**config.mk**
```make
export PLATFORM = sky130hd
export DESIGN_NAME = decode_stage
export DESIGN_NICKNAME = d
export VERILOG_FILES = /design/src/decode_pkg.sv /design/src/decode_stage.sv /design/src/operand_issue.sv /design/src/hazard_unit.sv /design/src/imm_gen.sv /design/src/instr_classifier.sv
export SDC_FILE = /design/constraint.sdc
export NUM_CORES = 1
export LEC_CHECK = 0
export BUFFER_PORTS_ARGS = -buffer_cell sky130_fd_sc_hd__clkbuf_2
export CAP_MARGIN = 40
export CELL_PAD_IN_SITES_DETAIL_PLACEMENT = 1
export CELL_PAD_IN_SITES_GLOBAL_PLACEMENT = 1
export CORE_MARGIN = 1.5
export CORE_UTILIZATION = 38
export DETAILED_ROUTE_END_ITERATION = 7
export PLACE_DENSITY_LB_ADDON = 0.3
export SKIP_LAST_GASP = 1
export SYNTH_ARGS = -nofsm -noshare
export SYNTH_HDL_FRONTEND = slang
export SYNTH_HIERARCHICAL = 1
export SYNTH_SLANG_ARGS = --single-unit
```
**constraint.sdc**
```tcl
create_clock -name clk -period 5.1 [get_ports clk]
set_input_delay 0.51 -clock clk [delete_from_list [all_inputs] [get_ports clk]]
set_output_delay 0.51 -clock clk [all_outputs]
set_load 0.02 [all_outputs]
```
**src/decode_pkg.sv**
```systemverilog
//////////////////////////////
// Decode stage definitions
// Opcodes, operation and format codes, issue bundle
//////////////////////////////
package decode_pkg;

    typedef logic [31:0] word_t;
    typedef logic [4:0]  reg_addr_t;

    // Major opcodes, instruction bits 6:0
    localparam logic [6:0] OPC_LUI    = 7'b0110111;
    localparam logic [6:0] OPC_AUIPC  = 7'b0010111;
    localparam logic [6:0] OPC_JAL    = 7'b1101111;
    localparam logic [6:0] OPC_JALR   = 7'b1100111;
    localparam logic [6:0] OPC_BRANCH = 7'b1100011;
    localparam logic [6:0] OPC_LOAD   = 7'b0000011;
    localparam logic [6:0] OPC_STORE  = 7'b0100011;
    localparam logic [6:0] OPC_OP_IMM = 7'b0010011;
    localparam logic [6:0] OPC_OP     = 7'b0110011;

    localparam word_t NOP_WORD = 32'h0000_0013;         // addi x0, x0, 0

    typedef enum logic [2:0] {
        ADDER_UNIT  = 3'd0,
        LOGIC_UNIT  = 3'd1,
        SHIFT_UNIT  = 3'd2,
        BRANCH_UNIT = 3'd3,
        MEMORY_UNIT = 3'd4,
        OTHER_UNIT  = 3'd5
    } unit_e;

    // Upper three bits carry the unit_e code
    typedef enum logic [5:0] {
        ADD  = 6'b000_000, SUB  = 6'b000_001, SLT  = 6'b000_010, SLTU = 6'b000_011,
        XOR  = 6'b001_000, OR   = 6'b001_001, AND  = 6'b001_010,
        SLL  = 6'b010_000, SRL  = 6'b010_001, SRA  = 6'b010_010,
        BEQ  = 6'b011_000, BNE  = 6'b011_001, BLT  = 6'b011_010, BGE  = 6'b011_011,
        BLTU = 6'b011_100, BGEU = 6'b011_101, JAL  = 6'b011_110, JALR = 6'b011_111,
        LB   = 6'b100_000, LH   = 6'b100_001, LW   = 6'b100_010, LBU  = 6'b100_011,
        LHU  = 6'b100_100, SB   = 6'b100_101, SH   = 6'b100_110, SW   = 6'b100_111,
        LUI  = 6'b101_000, NOP  = 6'b101_001, INVALID = 6'b101_111
    } op_e;

    typedef enum logic [2:0] {
        R_FMT, I_FMT, S_FMT, B_FMT, U_FMT, J_FMT
    } fmt_e;

    typedef struct packed {
        word_t first_operand;
        word_t second_operand;
        word_t third_operand;
        word_t pc;
        op_e   op;
        logic  exception;
    } issue_t;

endpackage
```
**src/decode_stage.sv**
```systemverilog
//////////////////////////////
// RV32I decode stage
// Classify, detect hazards, issue operands
//////////////////////////////
`timescale 1ns/1ps

module decode_stage
    import decode_pkg::*;
(
    input  logic      clk,
    input  logic      reset,
    input  logic      stall_i,
    input  word_t     instr_i,
    input  word_t     pc_i,
    input  word_t     rs1_data_i,
    input  word_t     rs2_data_i,
    output reg_addr_t rs1_o,
    output reg_addr_t rs2_o,
    output reg_addr_t rd_o,
    output logic      hazard_o,
    output issue_t    issue_o
);

    word_t instr_sel;
    op_e   op;
    fmt_e  fmt;
    word_t imm;

    // Register bank read addresses
    assign rs1_o = instr_sel[19:15];
    assign rs2_o = instr_sel[24:20];

    hazard_unit hazard_unit_i (
        .clk         (clk),
        .reset       (reset),
        .stall_i     (stall_i),
        .instr_i     (instr_i),
        .op_i        (op),
        .instr_sel_o (instr_sel),
        .rd_o        (rd_o),
        .hazard_o    (hazard_o)
    );

    instr_classifier instr_classifier_i (
        .instr_i (instr_sel),
        .op_o    (op),
        .fmt_o   (fmt)
    );

    imm_gen imm_gen_i (
        .instr_i (instr_sel),
        .fmt_i   (fmt),
        .imm_o   (imm)
    );

    operand_issue operand_issue_i (
        .clk        (clk),
        .reset      (reset),
        .stall_i    (stall_i),
        .hazard_i   (hazard_o),
        .instr_i    (instr_sel),
        .op_i       (op),
        .fmt_i      (fmt),
        .imm_i      (imm),
        .pc_i       (pc_i),
        .rs1_data_i (rs1_data_i),
        .rs2_data_i (rs2_data_i),
        .issue_o    (issue_o)
    );

endmodule

```
**src/operand_issue.sv**
```systemverilog
//////////////////////////////
// Operand issue
// Operand select and issue register
//////////////////////////////
`timescale 1ns/1ps

module operand_issue
    import decode_pkg::*;
(
    input  logic   clk,
    input  logic   reset,
    input  logic   stall_i,
    input  logic   hazard_i,
    input  word_t  instr_i,
    input  op_e    op_i,
    input  fmt_e   fmt_i,
    input  word_t  imm_i,
    input  word_t  pc_i,
    input  word_t  rs1_data_i,
    input  word_t  rs2_data_i,
    output issue_t issue_o
);

    localparam issue_t ISSUE_BUBBLE = '{
        first_operand:  '0,
        second_operand: '0,
        third_operand:  '0,
        pc:             '0,
        op:             NOP,
        exception:      1'b0
    };

    word_t  rs1_val;
    word_t  rs2_val;
    issue_t issue_next;

    // x0 reads as zero whatever the bank returns
    assign rs1_val = (instr_i[19:15] == 5'd0) ? '0 : rs1_data_i;
    assign rs2_val = (instr_i[24:20] == 5'd0) ? '0 : rs2_data_i;

    always_comb begin
        issue_next.first_operand  = (fmt_i == U_FMT || fmt_i == J_FMT) ? pc_i : rs1_val;
        issue_next.second_operand = (fmt_i == R_FMT || fmt_i == B_FMT) ? rs2_val : imm_i;
        issue_next.third_operand  = (fmt_i == S_FMT) ? rs2_val : imm_i;  // Store data
        issue_next.pc             = pc_i;
        issue_next.op             = op_i;
        issue_next.exception      = (op_i == INVALID);
    end

    always_ff @(posedge clk) begin
        if (reset) begin
            issue_o <= ISSUE_BUBBLE;
        end else if (!stall_i) begin                    // Stall holds the register
            if (hazard_i) begin
                issue_o <= ISSUE_BUBBLE;
            end else begin
                issue_o <= issue_next;
            end
        end
    end

endmodule

```
**src/hazard_unit.sv**
```systemverilog
//////////////////////////////
// Hazard control
// Replay register, register lock queue, bubble decision
//////////////////////////////
`timescale 1ns/1ps

module hazard_unit
    import decode_pkg::*;
(
    input  logic      clk,
    input  logic      reset,
    input  logic      stall_i,
    input  word_t     instr_i,
    input  op_e       op_i,
    output word_t     instr_sel_o,
    output reg_addr_t rd_o,
    output logic      hazard_o
);

    typedef struct packed {
        reg_addr_t rd;
        logic      store;
    } lock_slot_t;

    logic       replay_q;
    word_t      replay_word_q;
    lock_slot_t lock_q [2];
    lock_slot_t lock_next;
    reg_addr_t  rs1;
    reg_addr_t  rs2;
    logic       is_store;
    logic       mem_conflict;
    logic       raw_conflict;

    //////////////////////////////
    // Replay of a blocked word
    //////////////////////////////

    assign instr_sel_o = replay_q ? replay_word_q : instr_i;

    always_ff @(posedge clk) begin
        if (reset) begin
            replay_q <= 1'b0;
        end else if (!stall_i) begin
            replay_q <= hazard_o;                       // Decode the same word again
        end
    end

    always_ff @(posedge clk) begin
        if (!stall_i) begin
            replay_word_q <= instr_sel_o;
        end
    end

    //////////////////////////////
    // Hazard decision
    //////////////////////////////

    assign rs1      = instr_sel_o[19:15];
    assign rs2      = instr_sel_o[24:20];
    assign is_store = op_i inside {SB, SH, SW};

    assign mem_conflict = (unit_e'(op_i[5:3]) == MEMORY_UNIT)
                          && (lock_q[0].store || lock_q[1].store);
    assign raw_conflict = (rs1 != '0 && rs1 == lock_q[0].rd) || (rs2 != '0 && rs2 == lock_q[0].rd);
    assign hazard_o     = mem_conflict || raw_conflict;

    //////////////////////////////
    // Register lock queue
    //////////////////////////////

    assign lock_next.rd    = hazard_o ? '0 : instr_sel_o[11:7];  // Bubble locks nothing
    assign lock_next.store = hazard_o ? 1'b0 : is_store;

    always_ff @(posedge clk) begin
        if (reset) begin
            lock_q[0] <= '0;
            lock_q[1] <= '0;
        end else if (!stall_i) begin
            lock_q[0] <= lock_next;
            lock_q[1] <= lock_q[0];
        end
    end

    assign rd_o = lock_q[1].rd;                         // Writeback address

endmodule

```
**src/imm_gen.sv**
```systemverilog
//////////////////////////////
// Immediate generator
// Sign-extended immediate per format
//////////////////////////////
`timescale 1ns/1ps

module imm_gen
    import decode_pkg::*;
(
    input  word_t instr_i,
    input  fmt_e  fmt_i,
    output word_t imm_o
);

    logic sign;

    assign sign = instr_i[31];                          // Sign bit in every format

    always_comb begin
        case (fmt_i)
            I_FMT: imm_o = {{21{sign}}, instr_i[30:20]};
            S_FMT: imm_o = {{21{sign}}, instr_i[30:25], instr_i[11:7]};
            B_FMT: begin                                // Branch offset, always even
                imm_o = {{20{sign}}, instr_i[7], instr_i[30:25], instr_i[11:8], 1'b0};
            end
            U_FMT: imm_o = {instr_i[31:12], 12'b0};
            J_FMT: begin                                // Jump offset, always even
                imm_o = {{12{sign}}, instr_i[19:12], instr_i[20], instr_i[30:21], 1'b0};
            end
            default: imm_o = '0;                        // R format has no immediate
        endcase
    end

endmodule

```
**src/instr_classifier.sv**
```systemverilog
//////////////////////////////
// Instruction classifier
// Maps an RV32I word to operation and format
//////////////////////////////
`timescale 1ns/1ps

module instr_classifier
    import decode_pkg::*;
(
    input  word_t instr_i,
    output op_e   op_o,
    output fmt_e  fmt_o
);

    logic [6:0] opcode;
    logic [2:0] funct3;
    logic [6:0] funct7;

    assign opcode = instr_i[6:0];
    assign funct3 = instr_i[14:12];
    assign funct7 = instr_i[31:25];

    always_comb begin
        op_o = INVALID;                                 // Anything not matched below
        if (instr_i == NOP_WORD) begin
            op_o = NOP;
        end else begin
            case (opcode)
                OPC_LUI:   op_o = LUI;
                OPC_AUIPC: op_o = ADD;                  // PC + upper immediate
                OPC_JAL:   op_o = JAL;
                OPC_JALR:  if (funct3 == 3'b000) op_o = JALR;
                OPC_BRANCH: begin
                    case (funct3)
                        3'b000: op_o = BEQ;
                        3'b001: op_o = BNE;
                        3'b100: op_o = BLT;
                        3'b101: op_o = BGE;
                        3'b110: op_o = BLTU;
                        3'b111: op_o = BGEU;
                        default: op_o = INVALID;
                    endcase
                end
                OPC_LOAD: begin
                    case (funct3)
                        3'b000: op_o = LB;
                        3'b001: op_o = LH;
                        3'b010: op_o = LW;
                        3'b100: op_o = LBU;
                        3'b101: op_o = LHU;
                        default: op_o = INVALID;
                    endcase
                end
                OPC_STORE: begin
                    case (funct3)
                        3'b000: op_o = SB;
                        3'b001: op_o = SH;
                        3'b010: op_o = SW;
                        default: op_o = INVALID;
                    endcase
                end
                OPC_OP_IMM: begin
                    case (funct3)
                        3'b000: op_o = ADD;
                        3'b010: op_o = SLT;
                        3'b011: op_o = SLTU;
                        3'b100: op_o = XOR;
                        3'b110: op_o = OR;
                        3'b111: op_o = AND;
                        3'b001: if (funct7 == 7'b0000000) op_o = SLL;
                        default: begin                  // Shift right, funct7 picks the kind
                            if (funct7 == 7'b0000000) op_o = SRL;
                            else if (funct7 == 7'b0100000) op_o = SRA;
                        end
                    endcase
                end
                OPC_OP: begin
                    case ({funct7, funct3})
                        10'b0000000_000: op_o = ADD;
                        10'b0100000_000: op_o = SUB;
                        10'b0000000_001: op_o = SLL;
                        10'b0000000_010: op_o = SLT;
                        10'b0000000_011: op_o = SLTU;
                        10'b0000000_100: op_o = XOR;
                        10'b0000000_101: op_o = SRL;
                        10'b0100000_101: op_o = SRA;
                        10'b0000000_110: op_o = OR;
                        10'b0000000_111: op_o = AND;
                        default: op_o = INVALID;
                    endcase
                end
                default: op_o = INVALID;
            endcase
        end
    end

    always_comb begin
        case (opcode)
            OPC_LOAD, OPC_OP_IMM, OPC_JALR: fmt_o = I_FMT;
            OPC_STORE:                      fmt_o = S_FMT;
            OPC_BRANCH:                     fmt_o = B_FMT;
            OPC_LUI, OPC_AUIPC:             fmt_o = U_FMT;
            OPC_JAL:                        fmt_o = J_FMT;
            default:                        fmt_o = R_FMT;
        endcase
    end

endmodule

```
# --- Yosys cells after proc, flatten, opt, wreduce, memory -nomap -nowiden ---
# Memory sizes are Yosys's and may differ from the RTL's.
# Cells that the tools add are included.
# Widths: inputs -> output; s select.
op_classes:
  reduce_logical: 19
  n_mux: 29
  n_eq_ne: 39
  bitwise: 2
op_table:
  columns: ["operator", "count"]
  rows:
  - ["$mux 32", 6]
  - ["$pmux 32 s5", 1]
  - ["$mux 135", 1]
  - ["$pmux 6 s10", 1]
  - ["$pmux 6 s9", 1]
  - ["$mux 6", 7]
  - ["$pmux 6 s7", 1]
  - ["$eq 10x3->1 const B", 4]
  - ["$pmux 6 s6", 1]
  - ["$eq 32x5->1 const B", 1]
  - ["$eq 7x6->1 const B", 4]
  - ["$eq 6x6->1 const B", 4]
  - ["$eq 3x3->1 const B", 7]
  - ["$eq 7x7->1 const B", 3]
  - ["$eq 10x2->1 const B", 2]
  - ["$eq 10x9->1 const B", 2]
  - ["$pmux 4 s5", 1]
  - ["$pmux 3 s5", 1]
  - ["$eq 7x5->1 const B", 2]
  - ["$eq 3x2->1 const B", 4]
  - ["$pmux 4 s3", 1]
  - ["$eq 10x1->1 const B", 1]
  - ["$eq 5x5->1", 2]
  - ["$logic_not 10->1", 1]
  - ["14 further kinds", 30]
word_totals:
  ff_bits: 168
  ram_bits: 12
  memories: 1
  out_inout_bits: 151
  elab_cells: 98
  inputBits: 131
memory_table:
  columns: ["memory", "depth", "word_bits", "read_ports", "rd_clocked_by_memory_dff", "write_ports", "line", "rtl"]
  rows:
  - ["hazard_unit_i.lock_q", 2, 6, 2, 0, 2, "hazard_unit.sv:27", "lock_slot_t lock_q [2];"]

# --- Depth between registers and ports, before layout ---
# Gate-level depths: netlist of run 1.
logic_depth:
  ltp_word: 12
  depth_mapped: 21
  depth_no_buf: 14

# --- Hierarchy ---
# Netlist of run 1, hierarchy kept.
by_module_without_submodules:
  columns: ["mod", "instances", "cells_each", "area_each_um2"]
  rows:
  - ["operand_issue", 1, 583, 5432.7]
  - ["hazard_unit", 1, 132, 2083.2]
  - ["instr_classifier", 1, 113, 700.7]
  - ["imm_gen", 1, 66, 390.4]

# --- Worst setup path before layout of run 1 ---
# Ideal clock, no wire load.
synth_path:
  path_type: "register -> register"
  startpoint: "register hazard_unit_i.replay_q"
  endpoint: "register, netlist name operand_issue_i/issue_o[72]"
  setup_ns: 0.059
  setup_slack_ns: 0.549
  arrival_time_ns: 4.492
  path_buffers: 7
  path_stages_with_launch: 21
  required_ns: 5.041
  path_cell_list: "dfxtp_1 -> buf_6 -> buf_6 -> clkbuf_1 -> buf_2 -> mux2_2 -> clkbuf_1 -> xor2_1 -> o21ai_0 -> a31oi_1 -> nor3_2 -> nand4_1 -> nor3b_1 -> o21ai_0 -> o21ai_4 -> or2_1 -> clkbuf_1 -> or3_4 -> nor4_4 -> buf_6 -> a221o_1"
synth_between:
  word_cells_on_any_way: 67
  classes_between: "eq/ne: 35; mux: 17; reduce/logical: 15"
synth_lines:
  columns: ["item", "line", "rtl"]
  rows:
  - ["from (decl)", "hazard_unit.sv:25", "logic replay_q;"]
  - ["from (signal assigned)", "hazard_unit.sv:45", "replay_q <= hazard_o;"]
  - ["$mux 32 (*)", "hazard_unit.sv:39", "assign instr_sel_o = replay_q ? replay_word_q : instr_i;"]
  - ["net instr_sel[12]", "decode_stage.sv:24", "word_t instr_sel;"]
  - ["$eq 10x3->1, or another cell as far along", "instr_classifier.sv:78", "case ({funct7, funct3})"]
  - ["$pmux 6 s10, or another cell as far along", "instr_classifier.sv:78", null]
  - ["$pmux 6 s9", "instr_classifier.sv:28", "case (opcode)"]
  - ["$mux 6 (*)", "instr_classifier.sv:25", "if (instr_i == NOP_WORD) begin"]
  - ["net op[5]", "decode_stage.sv:25", "op_e op;"]
  - ["$eq 3x3->1 (*)", "hazard_unit.sv:63", "assign mem_conflict = (unit_e'(op_i[5:3]) == MEMORY_UNIT)"]
  - ["$logic_and 1x1->1 (*)", "hazard_unit.sv:64", "&& (lock_q[0].store || lock_q[1].store);"]
  - ["$logic_or 1x1->1 (*)", "hazard_unit.sv:66", "assign hazard_o = mem_conflict || raw_conflict;"]
  - ["net hazard_o", "decode_stage.sv:20", "output logic hazard_o,"]
  - ["$mux 135 (*)", "operand_issue.sv:54", "if (hazard_i) begin"]
# The timed path passes the listed nets; every way through them passes the cells marked *.
# A chain may end at the register's enable or synchronous reset.

# --- Final worst setup path of run 1 ---
layout_path:
  startpoint: "register hazard_unit_i.replay_q"
  endpoint: "output hazard_o"
layout_between:
  word_cells_on_any_way: 52
  classes_between: "eq/ne: 30; mux: 12; reduce/logical: 10"
layout_lines:
  columns: ["item", "line"]
  rows:
  - ["$mux 32 (*)", "hazard_unit.sv:39"]
  - ["net instr_sel[2]", "decode_stage.sv:24"]
  - ["$eq 7x6->1, or another cell as far along", "instr_classifier.sv:28"]
  - ["$pmux 6 s9", "instr_classifier.sv:28"]
  - ["$mux 6 (*)", "instr_classifier.sv:25"]
  - ["net op[5]", "decode_stage.sv:25"]
  - ["$eq 3x3->1 (*)", "hazard_unit.sv:63"]
  - ["$logic_and 1x1->1 (*)", "hazard_unit.sv:64"]
  - ["$logic_or 1x1->1 (*)", "hazard_unit.sv:66"]
  - ["to (decl)", "decode_stage.sv:20"]
# Marked as above.

==> summary.txt, run 1 <==
Synthesis
  • Mapped Area: 8607 um2
  • Post-synth EDFFs: 44
  • Syn. warnings: 6
  • Main synth FF type: dfxtp_1
  • Library cells used by synthesis: 69
  • Mean Syn Cell Area: 9.628 um2
  • Cells after Synth: around 890
  • Syn Nets: 1025
  • Sequential fraction of the synthesis area: 46.98%
  • Yosys reg bits: 180
  • Fraction of registers with async set/reset: 0%

Timing
  • RSZ-0062 raised after global routing: no
  • FMAX: 209.1 MHz
  • Clock skew: 0.01065 ns
  • Least-Margin Pin Slew: 0.8093 ns
  • Fin Hold WS: 0.2794 ns
  • # setup viols final: 0
  • Final Hold Vio Count: 0
  • Total negative slack: 0 ns
  • Slew margin rel.: 46.05%
  • Slew Limit Fails: 0
  • Post-layout min period: 4.783 ns
  • Tcrit/Tclk final: about 94%

CTS
  • Worst-skew pair later-pin latency: around 0.43 ns
  • H-tree depth: 4
  • Hold_buf cts: 0
  • Clk root buf: clkbuf_16
  • Post-CTS sizing: 0
  • CTS Buf Count: 17
  • Clock-pin slew on the worst setup and hold paths: 0.07 ns
  • Setup bufs post-CTS: 0
  • CTS Buffer Depth: 2
  • CTS sink count: 180
  • CTS tree: yes

Critical path
  • Cells on worst reg2reg path: 15
  • Crit Path Class: register to primary output
  • WP buf/inv: 3
  • Critical Path RT: 4.59 ns
  • WP data arrival: around 4.3 ns
  • Worst setup EP type: primary output
  • CP peak stage delay: between 0.4 and 0.5 ns
  • CP max FO: 67
  • Slowest CP cell: mux2_2
  • Path length in cells of the critical path: 13
  • Critical path's top delay family: simple AND/OR/NAND/NOR gates
  • CP startpoint kind: register
  • Worst path cell trace: buf_4, mux2_2, and3b_1, nand4b_1, nor4_1, nor3_2, nand4_1, nor3b_1, o21ai_0, o21ai_4, or2_2, buf_8, clkbuf_2

Placement
  • IO buf count: approximately 280
  • Placer Congestion: between 0.8 and 0.9
  • Area of placed instances: 10040 um2
  • DP Cell Count: 1384
  • HPWL Detailed: 21.01 mm

Detailed routing
  • Total Routed Length: about 30 mm
  • Vias/cell: 5.693
  • DRT iter0 DRCs: slightly below 600
  • DRT Pass-1 Iters: 6
  • DRC errors left: 0
  • Post-route ant nets: 0
  • Average wire per standard cell: 20.79 um
  • Via count: 8067

GRT
  • Largest net degree at the start of global routing: 85
  • GRT Resource Usage Total: between 20% and 30%
  • Vias in the first global route: 8171
  • First-pass GRT wire length: 45.97 mm
  • Initial antenna violation count: 1
  • Congestion Overflow GR: 0

Status
  • Status: complete, no violations

Layout
  • Multi-input logic area: 4094 um2
  • Layout cells sized above 1: roughly a third
  • Most frequent cells in the layout: 279 x clkbuf_2, 136 x dfxtp_1, 84 x nor2_1
  • Layout Nets: 1254
  • Area grow syn2layout: 23.68%
  • Fin util: 48.33%
  • Fillcell total: 2624
  • Final instance area: 10650 um2
  • Commonest non-fill, non-tap cell in the layout: clkbuf_2
  • Register area: between 4000 and 5000 um2
  • Post-route insts no fill: roughly 1400

Die
  • Rows: 54
  • Die width: 153.5 um
  • Die area: about 24000 um2
  • Boundary Pins: approximately 280
  • Die Ht: 153.5 um
  • CORE AREA: 22030 um2
  • Initial core utilization: 39.08%

Pwr
  • P_leak: 4.451 nW
  • Max VDD drop: 0.0002430 V
  • Pwr dens: 336.8 nW/um2

Flow run
  • Max-cap violation count: 0

Worst hold path
  • Hold Crit Depth: 3
  • Hold WC Path Type: input pin to register
[metal layers]
metal	part of all wire, %	GRT usage [%]
met4	2.2	8.738
met5	0	0
met2	48	40.64
met1	42	31.10
met3	7.9	7.074
[through the flow]
stage               power (W)  worst slack (ns)
floorplan            0.002052            0.5490
global placement     0.002271            0.7542
detailed placement   0.002288            0.5980
CTS                  0.003617           0.08234
global route         0.003738           0.02687
finish               0.003585            0.3169
[layout make-up]
cell class / count / area share, %
inverters: 7 / 0.2468
diodes: 1 / 0.02351
multi-input cells: 621 / 38.46
clock buffers: 17 / 3.996
clock inverters: 15 / 1.575
well taps: 280 / 3.291
repair buffers: 296 / 14.42
flip-flops and latches: 180 / 37.99
[flip-flops by register name (all words and copies together) (netlist names)]
| register | flops |
|---|---|
| hazard_unit_i/replay_word_q | 32 |
| hazard_unit_i/replay_q | 1 |
| hazard_unit_i/lock_q | 12 |
| operand_issue_i/issue_o | 135 |
[worst register-to-register path: stages (launching register included)]
cell and delay [ns]:
dfxtp_1 0.34, buf_4 0.24, mux2_2 0.42, nor4_4 0.49, nand2_1 0.21, o21ai_0 0.26, or2_2 0.17, nand4_1 0.15
nor3b_1 0.21, o21ai_0 0.18, o21ai_4 0.15, or2_2 0.36, or3_4 0.41, nor4_4 0.24, buf_4 0.39, a221o_1 0.24
[power breakdown]
part / internal (W) / total, W / switching [W] / leakage (nW)
Clock: 0.000699 / 0.00133 / 0.000627 / 0.290
Combinational: 0.000230 / 0.000653 / 0.000423 / 2.60
Sequential: 0.00156 / 0.00161 / 0.0000467 / 1.56
Total: 0.00249 / 0.00358 / 0.00110 / 4.45
[synth_stat cells (15+ instances only)]
library cell | number | area (um2)
buf_2 | 15 | 75.07
clkbuf_1 | 49 | 183.9
nand2_1 | 67 | 251.5
a221o_1 | 32 | 320.3
nor2_1 | 87 | 326.6
edfxtp_1 | 44 | 1321
dfxtp_1 | 136 | 2723
and2_1 | 45 | 281.5
mux2_2 | 28 | 315.3
nor4b_1 | 32 | 280.3
a222oi_1 | 32 | 320.3
o21ai_0 | 47 | 235.2
nor3b_1 | 35 | 262.8
a21oi_1 | 77 | 385.4
[cell families (layout without fill, tap and decap cells)]
logic type	Yosys count	after routing	share of synthesized area [%]
and+or+nand+nor	335	335	22.24
AOI/OAI and AO/OA	243	243	19.80
DFF	180	180	46.98
buffers and inverters	93	335	5.539
muxes	32	32	4.317
xor gates and xnor gates	11	11	1.119
other	0	1	0
[worst paths after layout]
check,from,end,slack (ns)
worst max-delay path,hazard_unit_i/replay_q$_SDFFE_PP0N_,hazard_o,0.32
worst min-delay path,rs1_data_i[23],operand_issue_i/issue_o[126]$_SDFFE_PP0N_,0.28
worst max register to register,hazard_unit_i/replay_q$_SDFFE_PP0N_,operand_issue_i/issue_o[82]$_SDFFE_PP0N_,0.58
worst min register to register,operand_issue_i/issue_o[1]$_SDFFE_PP1N_,operand_issue_i/issue_o[1]$_SDFFE_PP1N_,0.49
(Power assumes the default switching activity.)
==> run 2: changes to the inputs <==
--- a/constraint.sdc
+++ b/constraint.sdc
@@ -3,2 +3,2 @@
 set_output_delay 0.51 -clock clk [all_outputs]
-set_load 0.02 [all_outputs]
+set_load 0.05 [all_outputs]
==> summary.txt, run 2 (same netlist as run 1, synthesis figures left out) <==
CTS
  • CTS sink count: 180 (unchanged)
  • Clk root buf: clkbuf_16 (unchanged)
  • CTS tree: yes (unchanged)
  • Setup bufs post-CTS: 0 (unchanged)
  • H-tree depth: 4 (unchanged)
  • CTS Buffer Depth: 2 (unchanged)
  • CTS Buf Count: 17 (unchanged)
  • Post-CTS sizing: 0 (unchanged)
  • Hold_buf cts: 0 (unchanged)
  • Clock-pin slew on the worst setup and hold paths: 0.08 ns (was 0.07 ns)
  • Worst-skew pair later-pin latency: 0.44 ns (was 0.43 ns)

Die
  • CORE AREA: 22030 um2 (unchanged)
  • Rows: 54 (unchanged)
  • Die width: 153.5 um (unchanged)
  • Initial core utilization: 39.08% (unchanged)
  • Die area: 23560 um2 (unchanged)
  • Die Ht: 153.5 um (unchanged)
  • Boundary Pins: 282 (unchanged)

Detailed routing
  • DRC errors left: 0 (unchanged)
  • Average wire per standard cell: 21.09 um (was 20.79 um)
  • Via count: 8126 (was 8067)
  • Total Routed Length: 29.91 mm (was 29.46 mm)
  • Post-route ant nets: 0 (unchanged)
  • DRT iter0 DRCs: 709 (was 590)
  • Vias/cell: 5.731 (was 5.693)
  • DRT Pass-1 Iters: 6 (unchanged)

Pwr
  • Max VDD drop: 0.0002367 V (was 0.0002430 V)
  • P_leak: 4.448 nW (was 4.451 nW)
  • Pwr dens: 350.5 nW/um2 (was 336.8 nW/um2)

Critical path
  • CP startpoint kind: register (unchanged)
  • Worst path cell trace: buf_4, mux2_2, nor4_4, nand2_1, o21ai_0, or2_2, nand4_1, nor3b_1, o21ai_0, o21ai_4, or2_2, or3_4, nor4_4, buf_4, a221o_1 (was buf_4, mux2_2, and3b_1, nand4b_1, nor4_1, nor3_2, nand4_1, nor3b_1, o21ai_0, o21ai_4, or2_2, buf_8, clkbuf_2)
  • WP data arrival: 5.01 ns (was 4.27 ns)
  • Cells on worst reg2reg path: 15 (unchanged)
  • Critical Path RT: 5.48 ns (was 4.59 ns)
  • Worst setup EP type: register (was primary output)
  • CP peak stage delay: 0.47 ns (was 0.48 ns)
  • Crit Path Class: register to register (was register to primary output)
  • CP max FO: 33 (was 67)
  • Slowest CP cell: nor4_4 (was mux2_2)

Status
  • Status: complete, no violations (unchanged)

Timing
  • Total negative slack: 0 ns (unchanged)
  • Least-Margin Pin Slew: 0.8790 ns (was 0.8093 ns)
  • Post-route setup slack: 0.4746 ns (was 0.3169 ns)
  • RSZ-0062 raised after global routing: no (unchanged)
  • Slew margin rel.: 41.40% (was 46.05%)
  • Tcrit/Tclk final: 90.69% (was 93.79%)
  • Slew Limit Fails: 0 (unchanged)
  • Final Hold Vio Count: 0 (unchanged)
  • Fin Hold WS: 0.2627 ns (was 0.2794 ns)
  • Clock skew: 0.01978 ns (was 0.01065 ns)
  • # setup viols final: 0 (unchanged)
  • FMAX: 216.2 MHz (was 209.1 MHz)
  • Post-layout min period: 4.625 ns (was 4.783 ns)

Layout
  • Fin util: 48.42% (was 48.33%)
  • Commonest non-fill, non-tap cell in the layout: clkbuf_2 (unchanged)
  • Area grow syn2layout: 23.90% (was 23.68%)
  • Layout Nets: 1255 (was 1254)
  • Biggest regs: operand_issue_i/issue_o: 135 flops, hazard_unit_i/replay_word_q: 32 flops, hazard_unit_i/lock_q: 12 flops (unchanged)
  • Fillcell total: 2587 (was 2624)
  • Layout cells sized above 1: 33.86% (was 33.80%)
  • Top reg by flops: operand_issue_i/issue_o (unchanged)
  • Largest register FFs: 135 (unchanged)
  • Most frequent cells in the layout: 279 x clkbuf_2, 136 x dfxtp_1, 84 x nor2_1 (unchanged)
  • Final instance area: 10660 um2 (was 10650 um2)

GRT
  • First-pass GRT wire length: 46.61 mm (was 45.97 mm)
  • Vias in the first global route: 8292 (was 8171)
  • Initial antenna violation count: 0 (was 1)
  • Congestion Overflow GR: 0 (unchanged)
  • Largest net degree at the start of global routing: 91 (was 85)
  • GRT Resource Usage Total: 25.14% (was 24.75%)

Worst hold path
  • Hold WC Path Type: input pin to register (unchanged)
  • Hold Crit Depth: 3 (unchanged)

Flow run
  • Max-cap violation count: 0 (unchanged)

Placement
  • Dpl ws: 0.5518 ns (was 0.5980 ns)
  • Area of placed instances: 10090 um2 (was 10040 um2)
  • IO buf count: 281 (unchanged)
  • Placer Congestion: 0.9157 (was 0.8851)
  • HPWL Detailed: 21.07 mm (was 21.01 mm)
## run 2: cell types whose count changed in the layout (fill, tap and decap cells not counted)
cell	change
buf_16	+2
clkbuf_16	+1
clkinv_4	-4
buf_8	-1
clkinv_2	+1
clkbuf_1	+2
clkinv_1	-2
bufinv_16	-1
inv_12	-1
clkinvlp_4	+4
## run 2: cell type report
| cell class | instances | area (um2) | area share (%) |
|---|---|---|---|
| sequential | 180 | 4044 | 37.92 |
| timing repair buffer | 297 | 1575 | 14.77 |
| clock buffer | 20 | 457.9 | 4.294 |
| inverter | 7 | 26.28 | 0.2464 |
| tap | 280 | 350.3 | 3.285 |
| clock inverter | 12 | 113.9 | 1.068 |
| antenna | 1 | 2.502 | 0.02347 |
| multi-input combinational | 621 | 4094 | 38.39 |
## run 2: worst paths after layout
check,startpoint,endpoint,slack (ns)
setup reg to reg,hazard_unit_i/replay_q$_SDFFE_PP0N_,operand_issue_i/issue_o[80]$_SDFFE_PP0N_,0.47
hold / removal,rs1_data_i[9],operand_issue_i/issue_o[112]$_SDFFE_PP0N_,0.26
setup / recovery,hazard_unit_i/replay_q$_SDFFE_PP0N_,operand_issue_i/issue_o[80]$_SDFFE_PP0N_,0.47
hold reg to reg,operand_issue_i/issue_o[20]$_SDFFE_PP0N_,operand_issue_i/issue_o[20]$_SDFFE_PP0N_,0.49
## run 2: where the power goes
group | internal [W] | switching, W
Clock | 0.000672 | 0.000626
Sequential | 0.00156 | 0.0000474
Combinational | 0.000232 | 0.000601
Total | 0.00246 | 0.00127
## run 2: worst max-delay path, delay by kind of cell, from the launching register on
family,cells,cell delay (ns)
and+or+nand+nor,8,2.18
AOI/OAI and AO/OA,4,0.82
buffers and inverters,2,0.79
muxes,1,0.44
DFF,1,0.31
## run 2: routing by layer
metal | routed length (um) | track usage (%) | vias to the layer above
li1 | - | - | 3777
met1 | 12630 | 31.54 | 3995
met2 | 14280 | 41.44 | 306
met3 | 2311 | 7.272 | 48
met4 | 694 | 8.507 | 0
met5 | 0 | 0 | -
## run 2: metrics by stage
stage,instances,total power (W)
2_1_floorplan,894,0.002226
3_3_place_gp,1382,0.002445
3_5_place_dp,1385,0.002468
4_1_cts,1417,0.003764
5_1_grt,1417,0.003883
6_report,1418,0.003737
